**src/hw/bdd_pkg.sv**
```systemverilog
package bdd_pkg;

	// Edge index, bit 0 is the complement flag and bits 29:1 the node number
	typedef logic [29:0] edge_t;

	// Node 0 is the constant terminal
	localparam edge_t EDGE_TRUE = 30'd0;
	localparam edge_t EDGE_FALSE = 30'd1;

	typedef logic [11:0] var_t; // Smaller number is nearer the root
	typedef logic [2:0] req_id_t;

	typedef enum logic [1:0] {
		AND = 2'd0,
		OR = 2'd1,
		XOR = 2'd2
	} apply_op_t;

	// Request as it enters the unit
	typedef struct packed {
		req_id_t id;
		apply_op_t op;
		edge_t f;
		edge_t g;
	} apply_req_t;

	typedef struct packed {
		apply_req_t req;
		var_t top;
		logic fetch_f;
		logic fetch_g;
	} expand_req_t;

	// Expansion record for the next unit
	typedef struct packed {
		expand_req_t exp;
		edge_t fn; // Low child of f
		edge_t fv; // High child of f
		edge_t gn;
		edge_t gv;
	} expand_out_t;

	typedef struct packed {
		req_id_t id;
		edge_t result;
	} term_out_t;

endpackage

```
**src/hw/mem_pkg.sv**
```systemverilog
package mem_pkg;

	import bdd_pkg::*;

	// Variable memory, indexed by node number
	typedef logic [28:0] var_mem_req_t;
	typedef var_t var_mem_rsp_t;

	// Node memory, fetches children of up to two nodes at once
	typedef struct packed {
		edge_t f;
		edge_t g;
		logic fetch_f;
		logic fetch_g;
	} node_mem_req_t;

	// Children as stored, without the operand's complement flag
	typedef struct packed {
		edge_t f_hi;
		edge_t f_lo;
		edge_t g_hi;
		edge_t g_lo;
	} node_mem_rsp_t;

endpackage

```
**src/hw/apply_front.sv**
```systemverilog
module apply_front
	import bdd_pkg::*;
	import mem_pkg::*;
(
	input logic clk,
	input logic reset,

	input apply_req_t req,
	input logic req_valid,
	output logic req_busy,

	output term_out_t term_out,
	output logic term_valid,

	output expand_out_t expand_out,
	output logic expand_valid,
	input logic expand_busy,

	output var_mem_req_t var_req,
	output logic var_req_valid,
	input logic var_req_ready,
	input var_mem_rsp_t var_rsp,
	input logic var_rsp_valid,

	output node_mem_req_t node_req,
	output logic node_req_valid,
	input logic node_busy,
	input node_mem_rsp_t node_rsp,
	input logic node_rsp_valid
);

	apply_req_t in_req;
	logic in_valid;
	logic check_busy;

	apply_req_t pass_req;
	logic pass_valid;
	logic pass_busy;

	apply_req_t fetch_req;
	logic fetch_valid;
	logic fetch_busy;

	expand_req_t exp_req;
	logic exp_valid;
	logic exp_busy;

	expand_req_t node_item;
	logic node_valid;
	logic node_fetch_busy;

	apply_stage_buffer #(.payload_t(apply_req_t)) buf_in (
		.clk(clk),
		.reset(reset),
		.valid_in(req_valid),
		.data_in(req),
		.busy(req_busy),
		.valid_out(in_valid),
		.data_out(in_req),
		.busy_in(check_busy)
	);

	// Terminal cases leave here, the rest go on ordered
	apply_terminal_check u_check (
		.req(in_req),
		.valid(in_valid),
		.busy(check_busy),
		.term_out(term_out),
		.term_valid(term_valid),
		.pass_req(pass_req),
		.pass_valid(pass_valid),
		.pass_busy(pass_busy)
	);

	apply_stage_buffer #(.payload_t(apply_req_t)) buf_var (
		.clk(clk),
		.reset(reset),
		.valid_in(pass_valid),
		.data_in(pass_req),
		.busy(pass_busy),
		.valid_out(fetch_valid),
		.data_out(fetch_req),
		.busy_in(fetch_busy)
	);

	apply_var_fetch u_var_fetch (
		.clk(clk),
		.reset(reset),
		.req(fetch_req),
		.valid(fetch_valid),
		.busy(fetch_busy),
		.var_req(var_req),
		.var_req_valid(var_req_valid),
		.var_req_ready(var_req_ready),
		.var_rsp(var_rsp),
		.var_rsp_valid(var_rsp_valid),
		.out(exp_req),
		.out_valid(exp_valid),
		.out_busy(exp_busy)
	);

	apply_stage_buffer #(.payload_t(expand_req_t)) buf_node (
		.clk(clk),
		.reset(reset),
		.valid_in(exp_valid),
		.data_in(exp_req),
		.busy(exp_busy),
		.valid_out(node_valid),
		.data_out(node_item),
		.busy_in(node_fetch_busy)
	);

	apply_node_fetch u_node_fetch (
		.clk(clk),
		.reset(reset),
		.req(node_item),
		.valid(node_valid),
		.busy(node_fetch_busy),
		.node_req(node_req),
		.node_req_valid(node_req_valid),
		.node_busy(node_busy),
		.node_rsp(node_rsp),
		.node_rsp_valid(node_rsp_valid),
		.expand_out(expand_out),
		.expand_valid(expand_valid),
		.expand_busy(expand_busy)
	);

endmodule

```
**src/hw/apply_node_fetch.sv**
```systemverilog
module apply_node_fetch
	import bdd_pkg::*;
	import mem_pkg::*;
(
	input logic clk,
	input logic reset,

	input expand_req_t req,
	input logic valid,
	output logic busy,

	// Node memory
	output node_mem_req_t node_req,
	output logic node_req_valid,
	input logic node_busy,
	input node_mem_rsp_t node_rsp,
	input logic node_rsp_valid,

	output expand_out_t expand_out,
	output logic expand_valid,
	input logic expand_busy
);

	typedef enum logic [1:0] {
		S_IDLE,
		S_WAIT,
		S_OUT
	} state_t;

	state_t state;
	state_t state_next;
	node_mem_rsp_t children;
	logic store;

	// Complement fix for a fetched operand, passthrough otherwise
	function automatic edge_t child_edge(edge_t stored, edge_t operand, logic fetched);
		if (fetched)
			return {stored[29:1], stored[0] ^ operand[0]};
		return operand;
	endfunction

	always_ff @(posedge clk)
	begin
		if (reset)
			state <= S_IDLE;
		else
			state <= state_next;
	end

	always_ff @(posedge clk)
	begin
		if (store)
			children <= node_rsp;
	end

	assign node_req.f = req.req.f;
	assign node_req.g = req.req.g;
	assign node_req.fetch_f = req.fetch_f;
	assign node_req.fetch_g = req.fetch_g;

	always_comb
	begin
		state_next = state;
		node_req_valid = 1'b0;
		store = 1'b0;
		expand_valid = 1'b0;
		case (state)
			S_IDLE:
			begin
				node_req_valid = valid;
				if (valid && !node_busy)
					state_next = S_WAIT;
			end
			S_WAIT:
			begin
				store = node_rsp_valid;
				if (node_rsp_valid)
					state_next = S_OUT;
			end
			S_OUT:
			begin
				expand_valid = 1'b1; // Held until the sink takes it
				if (!expand_busy)
					state_next = S_IDLE;
			end
			default:
			begin
				state_next = S_IDLE;
			end
		endcase
	end

	assign expand_out.exp = req;
	assign expand_out.fn = child_edge(children.f_lo, req.req.f, req.fetch_f);
	assign expand_out.fv = child_edge(children.f_hi, req.req.f, req.fetch_f);
	assign expand_out.gn = child_edge(children.g_lo, req.req.g, req.fetch_g);
	assign expand_out.gv = child_edge(children.g_hi, req.req.g, req.fetch_g);

	// Buffered item leaves when the record is taken
	assign busy = ~expand_valid | expand_busy;
endmodule

```
**src/hw/apply_stage_buffer.sv**
```systemverilog
module apply_stage_buffer #(
	parameter type payload_t = logic
) (
	input logic clk,
	input logic reset,

	// Upstream side
	input logic valid_in,
	input payload_t data_in,
	output logic busy,

	// Downstream side
	output logic valid_out,
	output payload_t data_out,
	input logic busy_in
);

	logic load;

	// Full and the downstream stage will not take the item this cycle
	assign busy = valid_out & busy_in;

	// Empty, or the held item leaves on this edge
	assign load = ~busy;

	always_ff @(posedge clk)
	begin
		if (reset)
		begin
			valid_out <= 1'b0;
		end
		else if (load)
		begin
			valid_out <= valid_in;
		end
	end

	// Payload register
	always_ff @(posedge clk)
	begin
		if (load && valid_in)
		begin
			data_out <= data_in;
		end
	end

endmodule

```
**src/hw/apply_terminal_check.sv**
```systemverilog
module apply_terminal_check
	import bdd_pkg::*;
(
	input apply_req_t req,
	input logic valid,
	output logic busy,

	output term_out_t term_out,
	output logic term_valid,

	output apply_req_t pass_req,
	output logic pass_valid,
	input logic pass_busy
);

	logic hit;
	edge_t result;
	logic swap;

	always_comb
	begin
		hit = 1'b0;
		result = EDGE_FALSE;
		case (req.op)
			AND:
			begin
				hit = 1'b1;
				if (req.f == EDGE_FALSE || req.g == EDGE_FALSE)
					result = EDGE_FALSE;
				else if (req.f == EDGE_TRUE)
					result = req.g;
				else if (req.g == EDGE_TRUE || req.f == req.g)
					result = req.f;
				else
					hit = 1'b0;
			end
			OR:
			begin
				hit = 1'b1;
				if (req.f == EDGE_TRUE || req.g == EDGE_TRUE)
					result = EDGE_TRUE;
				else if (req.f == EDGE_FALSE)
					result = req.g;
				else if (req.g == EDGE_FALSE || req.f == req.g)
					result = req.f;
				else
					hit = 1'b0;
			end
			XOR:
			begin
				hit = 1'b1;
				if (req.f == req.g)
					result = EDGE_FALSE;
				else if (req.f == EDGE_FALSE)
					result = req.g;
				else if (req.g == EDGE_FALSE)
					result = req.f;
				else if (req.f == EDGE_TRUE)
					result = {req.g[29:1], ~req.g[0]}; // Negated g
				else if (req.g == EDGE_TRUE)
					result = {req.f[29:1], ~req.f[0]};
				else
					hit = 1'b0;
			end
			default:
			begin
				hit = 1'b0;
			end
		endcase
	end

	// Operations are commutative, so order the operands
	assign swap = req.f > req.g;

	always_comb
	begin
		pass_req = req;
		if (swap)
		begin
			pass_req.f = req.g;
			pass_req.g = req.f;
		end
	end

	assign term_out.id = req.id;
	assign term_out.result = result;
	assign term_valid = valid & hit;

	assign pass_valid = valid & ~hit;
	assign busy = ~hit & pass_busy; // A hit is consumed at once
endmodule

```
**src/hw/apply_var_fetch.sv**
```systemverilog
module apply_var_fetch
	import bdd_pkg::*;
	import mem_pkg::*;
(
	input logic clk,
	input logic reset,

	input apply_req_t req,
	input logic valid,
	output logic busy,

	// Variable memory
	output var_mem_req_t var_req,
	output logic var_req_valid,
	input logic var_req_ready,
	input var_mem_rsp_t var_rsp,
	input logic var_rsp_valid,

	output expand_req_t out,
	output logic out_valid,
	input logic out_busy
);

	typedef enum logic [2:0] {
		S_IDLE,
		S_SENT_F,    // f sent, g not yet sent
		S_SENT_BOTH, // Both sent, waiting for f
		S_GOT_F,     // f received, g not yet sent
		S_WAIT_G,
		S_DONE
	} state_t;

	state_t state;
	state_t state_next;
	var_t f_var;
	var_t g_var;
	var_t top;
	logic store_f;
	logic store_g;

	always_ff @(posedge clk)
	begin
		if (reset)
			state <= S_IDLE;
		else
			state <= state_next;
	end

	// Responses come back in request order, f first
	always_ff @(posedge clk)
	begin
		if (store_f)
			f_var <= var_rsp;
		if (store_g)
			g_var <= var_rsp;
	end

	always_comb
	begin
		state_next = state;
		var_req = req.g[29:1];
		var_req_valid = 1'b0;
		store_f = 1'b0;
		store_g = 1'b0;
		out_valid = 1'b0;
		case (state)
			S_IDLE:
			begin
				var_req = req.f[29:1];
				var_req_valid = valid;
				if (valid && var_req_ready)
					state_next = S_SENT_F;
			end
			S_SENT_F:
			begin
				var_req_valid = 1'b1; // g goes out while f is pending
				store_f = var_rsp_valid;
				if (var_rsp_valid && var_req_ready)
					state_next = S_WAIT_G;
				else if (var_rsp_valid)
					state_next = S_GOT_F;
				else if (var_req_ready)
					state_next = S_SENT_BOTH;
			end
			S_SENT_BOTH:
			begin
				store_f = var_rsp_valid;
				if (var_rsp_valid)
					state_next = S_WAIT_G;
			end
			S_GOT_F:
			begin
				var_req_valid = 1'b1;
				if (var_req_ready)
					state_next = S_WAIT_G;
			end
			S_WAIT_G:
			begin
				store_g = var_rsp_valid;
				if (var_rsp_valid)
					state_next = S_DONE;
			end
			S_DONE:
			begin
				out_valid = 1'b1;
				if (!out_busy)
					state_next = S_IDLE;
			end
			default:
			begin
				state_next = S_IDLE;
			end
		endcase
	end

	assign top = (f_var < g_var) ? f_var : g_var;

	assign out.req = req;
	assign out.top = top;
	assign out.fetch_f = (f_var == top);
	assign out.fetch_g = (g_var == top); // Both set on equal variables

	// Input item stays in the buffer until the result is taken
	assign busy = ~out_valid | out_busy;
endmodule

```
**config.mk**
```make
export PLATFORM = sky130hd
export DESIGN_NAME = apply_front
export DESIGN_NICKNAME = d
export VERILOG_FILES = /design/src/hw/bdd_pkg.sv /design/src/hw/mem_pkg.sv /design/src/hw/apply_front.sv /design/src/hw/apply_node_fetch.sv /design/src/hw/apply_stage_buffer.sv /design/src/hw/apply_terminal_check.sv /design/src/hw/apply_var_fetch.sv
export SDC_FILE = /design/constraint.sdc
export NUM_CORES = 1
export LEC_CHECK = 0
export BUFFER_PORTS_ARGS = -buffer_cell sky130_fd_sc_hd__buf_2
export CAP_MARGIN = 0
export CORE_MARGIN = 2
export CORE_UTILIZATION = 32
export CTS_CLUSTER_DIAMETER = 120
export DETAILED_ROUTE_END_ITERATION = 8
export SYNTH_ARGS = -nofsm -noshare
export SYNTH_HDL_FRONTEND = slang
export SYNTH_HIERARCHICAL = 1
export SYNTH_SLANG_ARGS = --single-unit
export TNS_END_PERCENT = 30
```
**constraint.sdc**
```tcl
create_clock -name clk -period 6 [get_ports clk]
set_clock_uncertainty 0.05 [all_clocks]
set_input_delay 0.6 -clock clk [delete_from_list [all_inputs] [get_ports clk]]
set_output_delay 0.6 -clock clk [all_outputs]
set_load 0.02 [all_outputs]
```
==> results of run 1 <==
## per-layer routing
metal / part of all wire, % / wire length, um / vias to the layer above
met5: 0 / 0 / -
met4: 3.5 / 1710 / 0
li1: - / - / 5156
met1: 44 / 21700 / 5334
met3: 5.3 / 2580 / 88
met2: 47 / 22900 / 428
## worst paths after layout
| kind | startpoint | endpoint | slack [ns] | depth (start not counted) |
|---|---|---|---|---|
| setup / recovery | buf_in/data_out[48]$_DFFE_PP_ | term_out[8] | 1.62 | 10 |
| hold / removal | req[44] | buf_in/data_out[44]$_DFFE_PP_ | 0.16 | 1 |
| setup reg to reg | buf_in/data_out[48]$_DFFE_PP_ | buf_in/data_out[56]$_DFFE_PP_ | 2.26 | 10 |
| hold reg to reg | buf_var/data_out[0]$_DFFE_PP_ | buf_node/data_out[14]$_DFFE_PP_ | 0.37 | 0 |
## registers in the layout, indices dropped and copies added, names as in the netlist
| signal | count |
|---|---|
| buf_node/data_out | 79 |
| buf_var/valid_out | 1 |
| u_var_fetch/state | 3 |
| u_node_fetch/state | 2 |
| buf_in/data_out | 65 |
| buf_in/valid_out | 1 |
| buf_node/valid_out | 1 |
| u_var_fetch/g_var | 12 |
| u_node_fetch/children | 120 |
| buf_var/data_out | 65 |
| u_var_fetch/f_var | 12 |
## cell families (layout without fill, tap and decap cells)
family / Yosys count / after routing / share of synthesized area (%)
AOI/OAI and AO/OA: 95 / 95 / 4.03
and+or+nand+nor: 401 / 401 / 10.8
other: 0 / 3 / 0
DFF: 361 / 361 / 62.6
buffers and inverters: 305 / 673 / 11.7
xor gates and xnor gates: 18 / 18 / 0.917
muxes: 103 / 103 / 6.89
adders and majority gates: 41 / 41 / 2.98
## Yosys cell counts, types with 3 or more instances
library cell,n,area (um2)
nor2b_2,3,26.3
mux2_2,87,980
clkbuf_1,15,56.3
inv_1,52,195
o21ai_1,3,15.0
nor4_1,17,106
buf_2,18,90.1
mux2i_1,4,40.0
mux2_4,8,120
xnor2_1,6,52.6
nand4_1,10,62.6
nand2b_1,63,394
o21ai_0,7,35.0
and2_4,3,26.3
nor3_1,9,45.0
a22o_1,28,245
a21oi_1,31,155
ha_1,41,513
buf_4,214,1610
xor2_1,12,105
nand3_1,7,35.0
buf_6,5,56.3
nand2_1,257,965
edfxtp_1,353,10600
nor2_1,16,60.1
mux2_1,4,45.0
dfxtp_1,8,160
## cell type report
type	count	area, um2
Fill cell	5104	32500
Sequential cell	361	10800
Multi-Input combinational cell	658	4450
Timing Repair Buffer	547	2780
Clock buffer	51	1080
Tap cell	688	861
Clock inverter	23	260
Inverter	52	198
Antenna cell	3	7.51
## placed cells by master (no fill, tap or decap), drive strengths merged, types with 4 or more instances in the layout
cell	n
a211oi	4
a21oi	31
a22o	28
and2	4
buf	547
bufinv	5
clkbuf	51
clkinv	15
dfxtp	8
edfxtp	353
ha	41
inv	53
mux2	99
mux2i	4
nand2	257
nand2b	63
nand3	7
nand4	10
nor2	16
nor2b	5
nor3	10
nor4	18
o21ai	11
xnor2	6
xor2	12
## power by group through the flow
stage	logic, mW	registers, mW	clock network [mW]
floorplan	0.369	2.96	0
global placement	0.508	3.01	0
detailed placement	0.517	3.01	0
CTS	0.520	2.96	2.58
global route	0.557	2.97	2.67
finish	0.514	2.96	2.50
## metrics by stage
step	instances	cell area, um2	hold WS, ns	power [mW]	setup WS (ns)
2_1_floorplan	1324	17200	0.403	3.33	1.92
3_3_place_gp	2306	19000	0.353	3.52	2.26
3_5_place_dp	2306	19000	0.356	3.53	2.24
4_1_cts	2380	20400	0.115	6.06	1.60
5_1_grt	2382	20400	0.123	6.20	1.36
6_report	2383	20400	0.155	5.98	1.62
==> run metrics, run 1 <==
status=completed; CTS Root Buffer Type=clkbuf_16; Pins Over Slew Limit=0; first-pass GRT wire length=70000 um; Final setup viols=0; crit share post-route=73.1%; die width=236 um; vias in the first global route=10700; clock share of power=41.9%; Seq/Total Area, Yosys=62.6%; Post-CTS Setup Inserts=0; drt first pass iters=5; Vias per Instance=4.62; layout cells sized above 1=42.6%; core area=52900 um2; met2 usage=27.4%; Finished Core Util=38.6%; post-route ant nets=0; detailed placement HPWL=37900 um; Initial DRC Count=691; pwr dens=293 nW/um2; # rows=84; cts bufs inserted=41; global routing's busiest layer=met2; number of synthesized register bits=361; Gate Count Post-Synth=1324; Final Hold Fails=0; max_slew headroom=32.0%; drt wl/cell=20.5 um; # IOs=533; Pleak=8.63 nW; die footprint=55600 um2; hold buffer count at CTS=0; critical path's slowest cell=edfxtp_1; Num Clock Sinks=361; crit start category=flip-flop; clk buf depth=3; initial antenna violation count=5; worst skew pair latency=0.57 ns; crit-path cells=ha_1, nand4_1, nor4_2, nand3_1, nand3_1, nand2_1, a32o_1, buf_4, a22o_1, buf_2; ys async rst share=0%; Avg Inst Size Synth=13.0 um2; Largest stage delay, worst path=0.52 ns; Worst-Margin Slew=1.02 ns; cell family with most CP delay=simple AND/OR/NAND/NOR gates; Int Pwr=4.60 mW; Seq pwr share=49.5%; total number of vias=11000; Final GP Congestion=0.914; Fmax=228 MHz; element type at the critical path end=output port; worst-path fanout max=26; kind of critical path=reg -> out; CP required=5.35 ns; Top cell by count, worst path=nand3_1; worst path buffer plus inverter count=2; grt met3 use=2.70%; Sw Ratio=23.1%; setup TNS=0 ns; GR Util All Layers=17.0%; Area Growth Syn to Fin=18.6%; number of max-cap violations=0; largest net degree at the start of global routing=92; Net Sw Power=1.38 mW; CTS tree=done; Post-Syn Nets=1570; GR Util met1=22.8%; combinational share of power=8.6%; fin nets=1907; post-synthesis cell area=17200 um2; yosys warns=6; library cells used by synthesis=60; data arrival time of the worst path=3.73 ns; Post-synth EDFFs=353; Hold WC Path Type=in -> reg; unrepaired setup endpoints after global routing=no; worst ir drop on vdd=0.000170 V; total grt overflow=0; Port Buffers=532; minimum clock period=4.38 ns; Routed WL=48900 um; Resized Gates After CTS=0; Die Y-Extent=236 um; H-tree depth=2; DRC Markers=0; Initial Utilization=32.5%; Synth Flop Type=edfxtp_1; Worst-path clk slew=0.06 ns
No activity file was read; power rests on OpenSTA's default activity.
==> run 2: changes to the inputs <==
Settings changed: ABC_AREA set to 1.
Clock period 6 ns to 3.59 ns, I/O delays scaled along.
==> run metrics, run 2 <==
status=completed; Initial DRC Count=1525; Layout fillers=5794; detailed placement HPWL=49100 um; crit start category=flip-flop; H-tree depth=2; library cells used by synthesis=40; Seq pwr share=43.9%; number of max-cap violations=0; Int Pwr=8.34 mW; Routed WL=67500 um; first-pass GRT wire length=98000 um; Synth Flop Type=edfxtp_1; Net Sw Power=3.41 mW; Worst-Margin Slew=1.08 ns; crit-path cells=nor2_1, nand2_1, nor2_1, nand2_2, inv_4, nand2_4, nor2_8, buf_12, nor3_2, buf_4, nand3_1, nand3_1, buf_2; Worst Hold Path EP=u_node_fetch/state[1]$_SDFFE_PP0P_; max_slew headroom=27.5%; Final setup viols=0; cts bufs inserted=42; data arrival time of the worst path=3.04 ns; worst r2r src=buf_in/data_out[15]$_DFFE_PP_; DRC Markers=0; worst-path fanout max=33; element type at the critical path end=output port; Worst-path clk slew=0.06 ns; Hold WC Path Type=in -> reg; die width=250 um; worst skew pair latency=0.56 ns; most common cell after layout, fill and taps aside=nand2_1; # IOs=533; post-route ant nets=0; crit share post-route=96.0%; Final GP Congestion=0.949; non-filler cells, final=3406; CTS Root Buffer Type=clkbuf_16; combinational share of power=20.3%; Pins Over Slew Limit=0; Largest regs=u_node_fetch/children x120, buf_node/data_out x79; largest net degree at the start of global routing=80; Final Hold Fails=0; Pleak=11.4 nW; Fmax=290 MHz; layout cells sized above 1=28.7%; CTS tree=done; share of Yosys cell area claimed by the top area cell type=54.8%; GR Util All Layers=20.7%; # rows=90; Die Y-Extent=250 um; Hold Path Depth=3; Seq/Total Area, Yosys=55.6%; number of synthesized register bits=361; setup slack, reg-to-reg=0.53 ns; initial antenna violation count=5; Vias per Instance=4.78; Initial Utilization=32.2%; clock share of power=35.8%; minimum clock period=3.45 ns; total grt overflow=0; hold_sp=expand_busy; worst r2r path cells=14; Port Buffers=532; core area=60000 um2; max reg flops=120; fin nets=2835; post-synth top area cell=edfxtp_1; CP required=3.18 ns; most frequent cells in the layout=nand2_1 (637), buf_2 (532), edfxtp_1 (353); Avg Inst Size Synth=9.49 um2; Commonest cells post-synth=nand2_1 (641), edfxtp_1 (353), nor2_1 (232); drt wl/cell=19.8 um; ys async rst share=0%; worst r2r dst=buf_in/data_out[5]$_DFFE_PP_; vias in the first global route=15600; Sw Ratio=29.0%; Post-Syn Nets=2286; Finished Core Util=41.6%; Gate Count Post-Synth=2040; worst ir drop on vdd=0.000282 V; Area Growth Syn to Fin=29.1%; setup TNS=0 ns; Num Clock Sinks=361; yosys warns=6; Largest stage delay, worst path=0.55 ns; die footprint=62500 um2; kind of critical path=reg -> out; critical path's slowest cell=edfxtp_1; Largest Register=u_node_fetch/children; clk buf depth=3; post-synthesis cell area=19400 um2; synth top area cells=edfxtp_1 (55%), nand2_1 (12%), buf_4 (8.6%); drt first pass iters=8; total number of vias=16300; unrepaired setup endpoints after global routing=no; Post-Place Cells=3109; most numerous cell in the Yosys netlist=nand2_1; pwr dens=470 nW/um2; Post-synth EDFFs=353
==> run 2: timing repair <==
| action | in CTS | in global routing |
|---|---|---|
| endpoints found under the hold margin | 210 | 0 |
| hold buffers | 198 | 0 |
| pin swaps | 4 | 0 |
| gates cloned | 1 | 0 |
| setup buffers | 4 | 15 |
| endpoints found under the setup margin | 30 | 30 |
| gates resized for setup | 10 | 14 |
==> run 2: cell families (layout without fill, tap and decap cells) <==
logic type               Yosys count  in the layout  share of synthesized area (%)
AO/OA/AOI/OAI                     85             85                           2.63
XOR/XNOR                           3              3                          0.136
adder cells (fa/ha/maj)           41             41                           2.65
buffers and inverters            390            969                           12.7
flip-flops                       361            361                           55.6
multiplexers                      29             29                           1.88
other                              0              4                              0
AND/OR/NAND/NOR                 1131           1132                           24.4
==> run 2: area by class of cell <==
type | count | area (um2) | share of cell area [%]
timing repair buffer | 800 | 5330 | 21.3
clock buffer | 49 | 1100 | 4.40
inverter | 94 | 358 | 1.43
clock inverter | 26 | 234 | 0.936
tap | 782 | 978 | 3.92
multi-input combinational | 1290 | 6220 | 24.9
sequential | 361 | 10800 | 43.1
antenna | 4 | 10.0 | 0.0401
==> run 2: critical path, delay by kind of cell, from the launching register on <==
kind / cells / cell delay, ns
buf+inv: 4 / 0.87
flops: 1 / 0.55
simple gates: 9 / 1.03
==> run 2: metrics by stage <==
step	power [mW]	hold slack, ns	cell area (um2)	setup WS (ns)
6_report	11.7	0.0449	25000	0.144
4_1_cts	11.9	0.00312	24800	0.00572
5_1_grt	12.2	0.0212	25000	0.00187
2_1_floorplan	6.70	0.371	19400	-0.534
3_5_place_dp	7.44	0.357	21400	0.472
3_3_place_gp	7.42	0.354	21400	0.489
==> run 2: layer usage <==
metal  GRT usage [%]  part of all wire, %  wire, um
met3            3.40                  7.3      4910
met1            28.0                   43     29100
met5               0                0.018        12
met4            6.73                  3.1      2110
met2            33.9                   47     31400
==> run 2: power groups by stage <==
stage          Clock (mW)  Sequential, mW  Combinational [mW]
2_1_floorplan           0            5.14                1.56
3_3_place_gp            0            5.24                2.18
3_5_place_dp            0            5.25                2.20
4_1_cts              4.31            5.16                2.38
5_1_grt              4.47            5.18                2.59
6_report             4.21            5.16                2.39
==> run 2: how the worst max path moves through the flow <==
stage / start / end / slack (ns) / cells after the start
after floorplan: buf_in/data_out[29]$_DFFE_PP_ / buf_var/data_out[0]$_DFFE_PP_ / -0.53 / 14
after global placement: buf_in/data_out[39]$_DFFE_PP_ / term_out[29] / 0.49 / 14
after detailed placement: buf_in/data_out[55]$_DFFE_PP_ / buf_in/data_out[31]$_DFFE_PP_ / 0.47 / 13
after CTS: buf_in/data_out[36]$_DFFE_PP_ / term_out[29] / 0.006 / 13
after global routing: buf_in/data_out[58]$_DFFE_PP_ / term_out[1] / 0.002 / 12
final: buf_in/data_out[47]$_DFFE_PP_ / term_out[29] / 0.14 / 13
==> run 3: changes to the inputs <==
Settings changed: CAP_MARGIN 0 to 5, CORE_ASPECT_RATIO set to 1.25.
==> run metrics, run 3 (synthesized netlist as in run 2, its figures left out) <==
metal3 WL=4410 um; antenna cells=0; detailed placement HPWL=50400 um; clock share of power=36.5%; worst r2r path cells=15; first-pass GRT wire length=96100 um; status=completed; Num Clock Sinks=361; setup TNS=0 ns; Initial DRC Count=1413; most frequent cells in the layout=nand2_1 (636), buf_2 (532), edfxtp_1 (353); pwr dens=472 nW/um2; fin nets=2841; core area=59700 um2; DRC Markers=0; Largest stage delay, worst path=0.49 ns; minimum clock period=3.49 ns; Net Sw Power=3.42 mW; Initial Utilization=32.4%; met2 wire length=32200 um; vias in the first global route=15300; crit start category=flip-flop; GR Util All Layers=20.4%; Largest regs=u_node_fetch/children x120, buf_node/data_out x79; Seq pwr share=43.5%; drt wl/cell=19.8 um; clk buf depth=3; crit-path cells=buf_4, or2_1, nor2_1, nand2_2, nor2_4, buf_8, nand2_1, nand2_1, nand2_1, nand3_1, nand3_1, buf_2; # IOs=533; Worst-path clk slew=0.06 ns; Area Growth Syn to Fin=29.8%; max reg flops=120; die footprint=62500 um2; Final Hold Fails=0; Final setup viols=0; worst-path fanout max=47; Largest Register=u_node_fetch/children; critical path's slowest cell=edfxtp_1; Int Pwr=8.44 mW; total number of vias=16400; layout cells sized above 1=28.8%; largest net degree at the start of global routing=69; number of max-cap violations=0; worst r2r src=buf_in/data_out[59]$_DFFE_PP_; worst ir drop on vdd=0.000333 V; crit share post-route=97.2%; Pins Over Slew Limit=0; total grt overflow=0; combinational share of power=20.0%; kind of critical path=reg -> out; # rows=100; most common cell after layout, fill and taps aside=nand2_1; drt first pass iters=6; max_slew headroom=29.9%; worst r2r dst=buf_in/data_out[10]$_DFFE_PP_; Worst-Margin Slew=1.05 ns; Sw Ratio=28.8%; die width=224 um; initial antenna violation count=1; post-route ant nets=0; Hold WC Path Type=in -> reg; hold_sp=reset; Fmax=287 MHz; unrepaired setup endpoints after global routing=yes; Pleak=11.5 nW; worst skew pair latency=0.56 ns; CTS tree=done; Worst Hold Path EP=buf_node/valid_out$_SDFFE_PP0N_; Vias per Instance=4.83; Hold Path Depth=2; Routed WL=67300 um; CP required=3.18 ns; data arrival time of the worst path=3.08 ns; Port Buffers=532; cts bufs inserted=40; DRT met1 WL=27600 um; Die Y-Extent=279 um; H-tree depth=2; CTS Root Buffer Type=clkbuf_16; element type at the critical path end=output port; Top cell by count, worst path=nand2_1; setup ws final=0.102 ns; setup slack, reg-to-reg=0.37 ns; max layer used=met4; Final GP Congestion=0.911; worst slack, placed=0.370 ns
run 3: changes by cell type in the layout (fill, tap and decap cells not counted), sizes merged:
cell,delta
bufinv,+2
diode,-4
dlygate4sd3,+1
clkbuf,+2
inv,-1
clkinv,-1
buf,+4
run 3: per-stage QoR:
step | power (mW) | util [%] | instance area (um2) | cells | hold slack, ns
floorplan | 6.70 | - | 19400 | 2040 | 0.371
global placement | 7.38 | 35.8 | 21400 | 3089 | 0.355
detailed placement | 7.41 | 35.8 | 21400 | 3089 | 0.355
CTS | 11.9 | 41.6 | 24800 | 3370 | 0.0295
global route | 12.3 | 42.1 | 25100 | 3392 | 0.0453
finish | 11.9 | 42.1 | 25100 | 3392 | 0.0551
run 3: power by group through the flow:
stage                     registers [mW]  logic [mW]  clock network [mW]
after detailed placement            5.25        2.16                   0
after floorplan                     5.14        1.56                   0
final                               5.16        2.37                4.33
after CTS                           5.16        2.36                4.43
after global routing                5.18        2.55                4.60
after global placement              5.24        2.14                   0
run 3: critical path, delay by kind of cell, from the launching register on:
kind	cells	cell delay [ns]
buffers and inverters	3	0.72
flip-flops	1	0.49
AND/OR/NAND/NOR	9	1.26
run 3: per-layer routing:
| metal | GRT usage (%) | up-vias |
|---|---|---|
| met5 | 0 | - |
| met4 | 8.68 | 0 |
| met3 | 3.02 | 156 |
| met2 | 34.2 | 829 |
| met1 | 26.2 | 7743 |
| li1 | - | 7669 |
run 3: cell type report:
cell class,instances,area [um2]
fill,5724,34600
multi-input combinational,1290,6220
clock buffer,48,1070
timing repair buffer,808,5450
sequential,361,10800
clock inverter,26,312
tap,765,957
inverter,94,360
run 3: worst max-delay path by stage:
stage / startpoint / endpoint
final: buf_in/data_out[59]$_DFFE_PP_ / term_out[5]
after global routing: buf_in/data_out[59]$_DFFE_PP_ / term_out[4]
after CTS: buf_in/data_out[59]$_DFFE_PP_ / term_out[2]
after detailed placement: buf_in/data_out[29]$_DFFE_PP_ / term_out[6]
after global placement: buf_in/data_out[29]$_DFFE_PP_ / term_out[6]
after floorplan: buf_in/data_out[29]$_DFFE_PP_ / buf_var/data_out[0]$_DFFE_PP_
run 3: what timing repair did:
| action | 4_1_cts | 5_1_grt |
|---|---|---|
| endpoints found under the hold margin | 211 | 0 |
| buffers inserted | 8 | 19 |
| setup endpoints to repair | 31 | 31 |
| cloned | 0 | 3 |
| resized for setup | 5 | 25 |
| pin swaps | 0 | 3 |
| hold buffers | 199 | 0 |
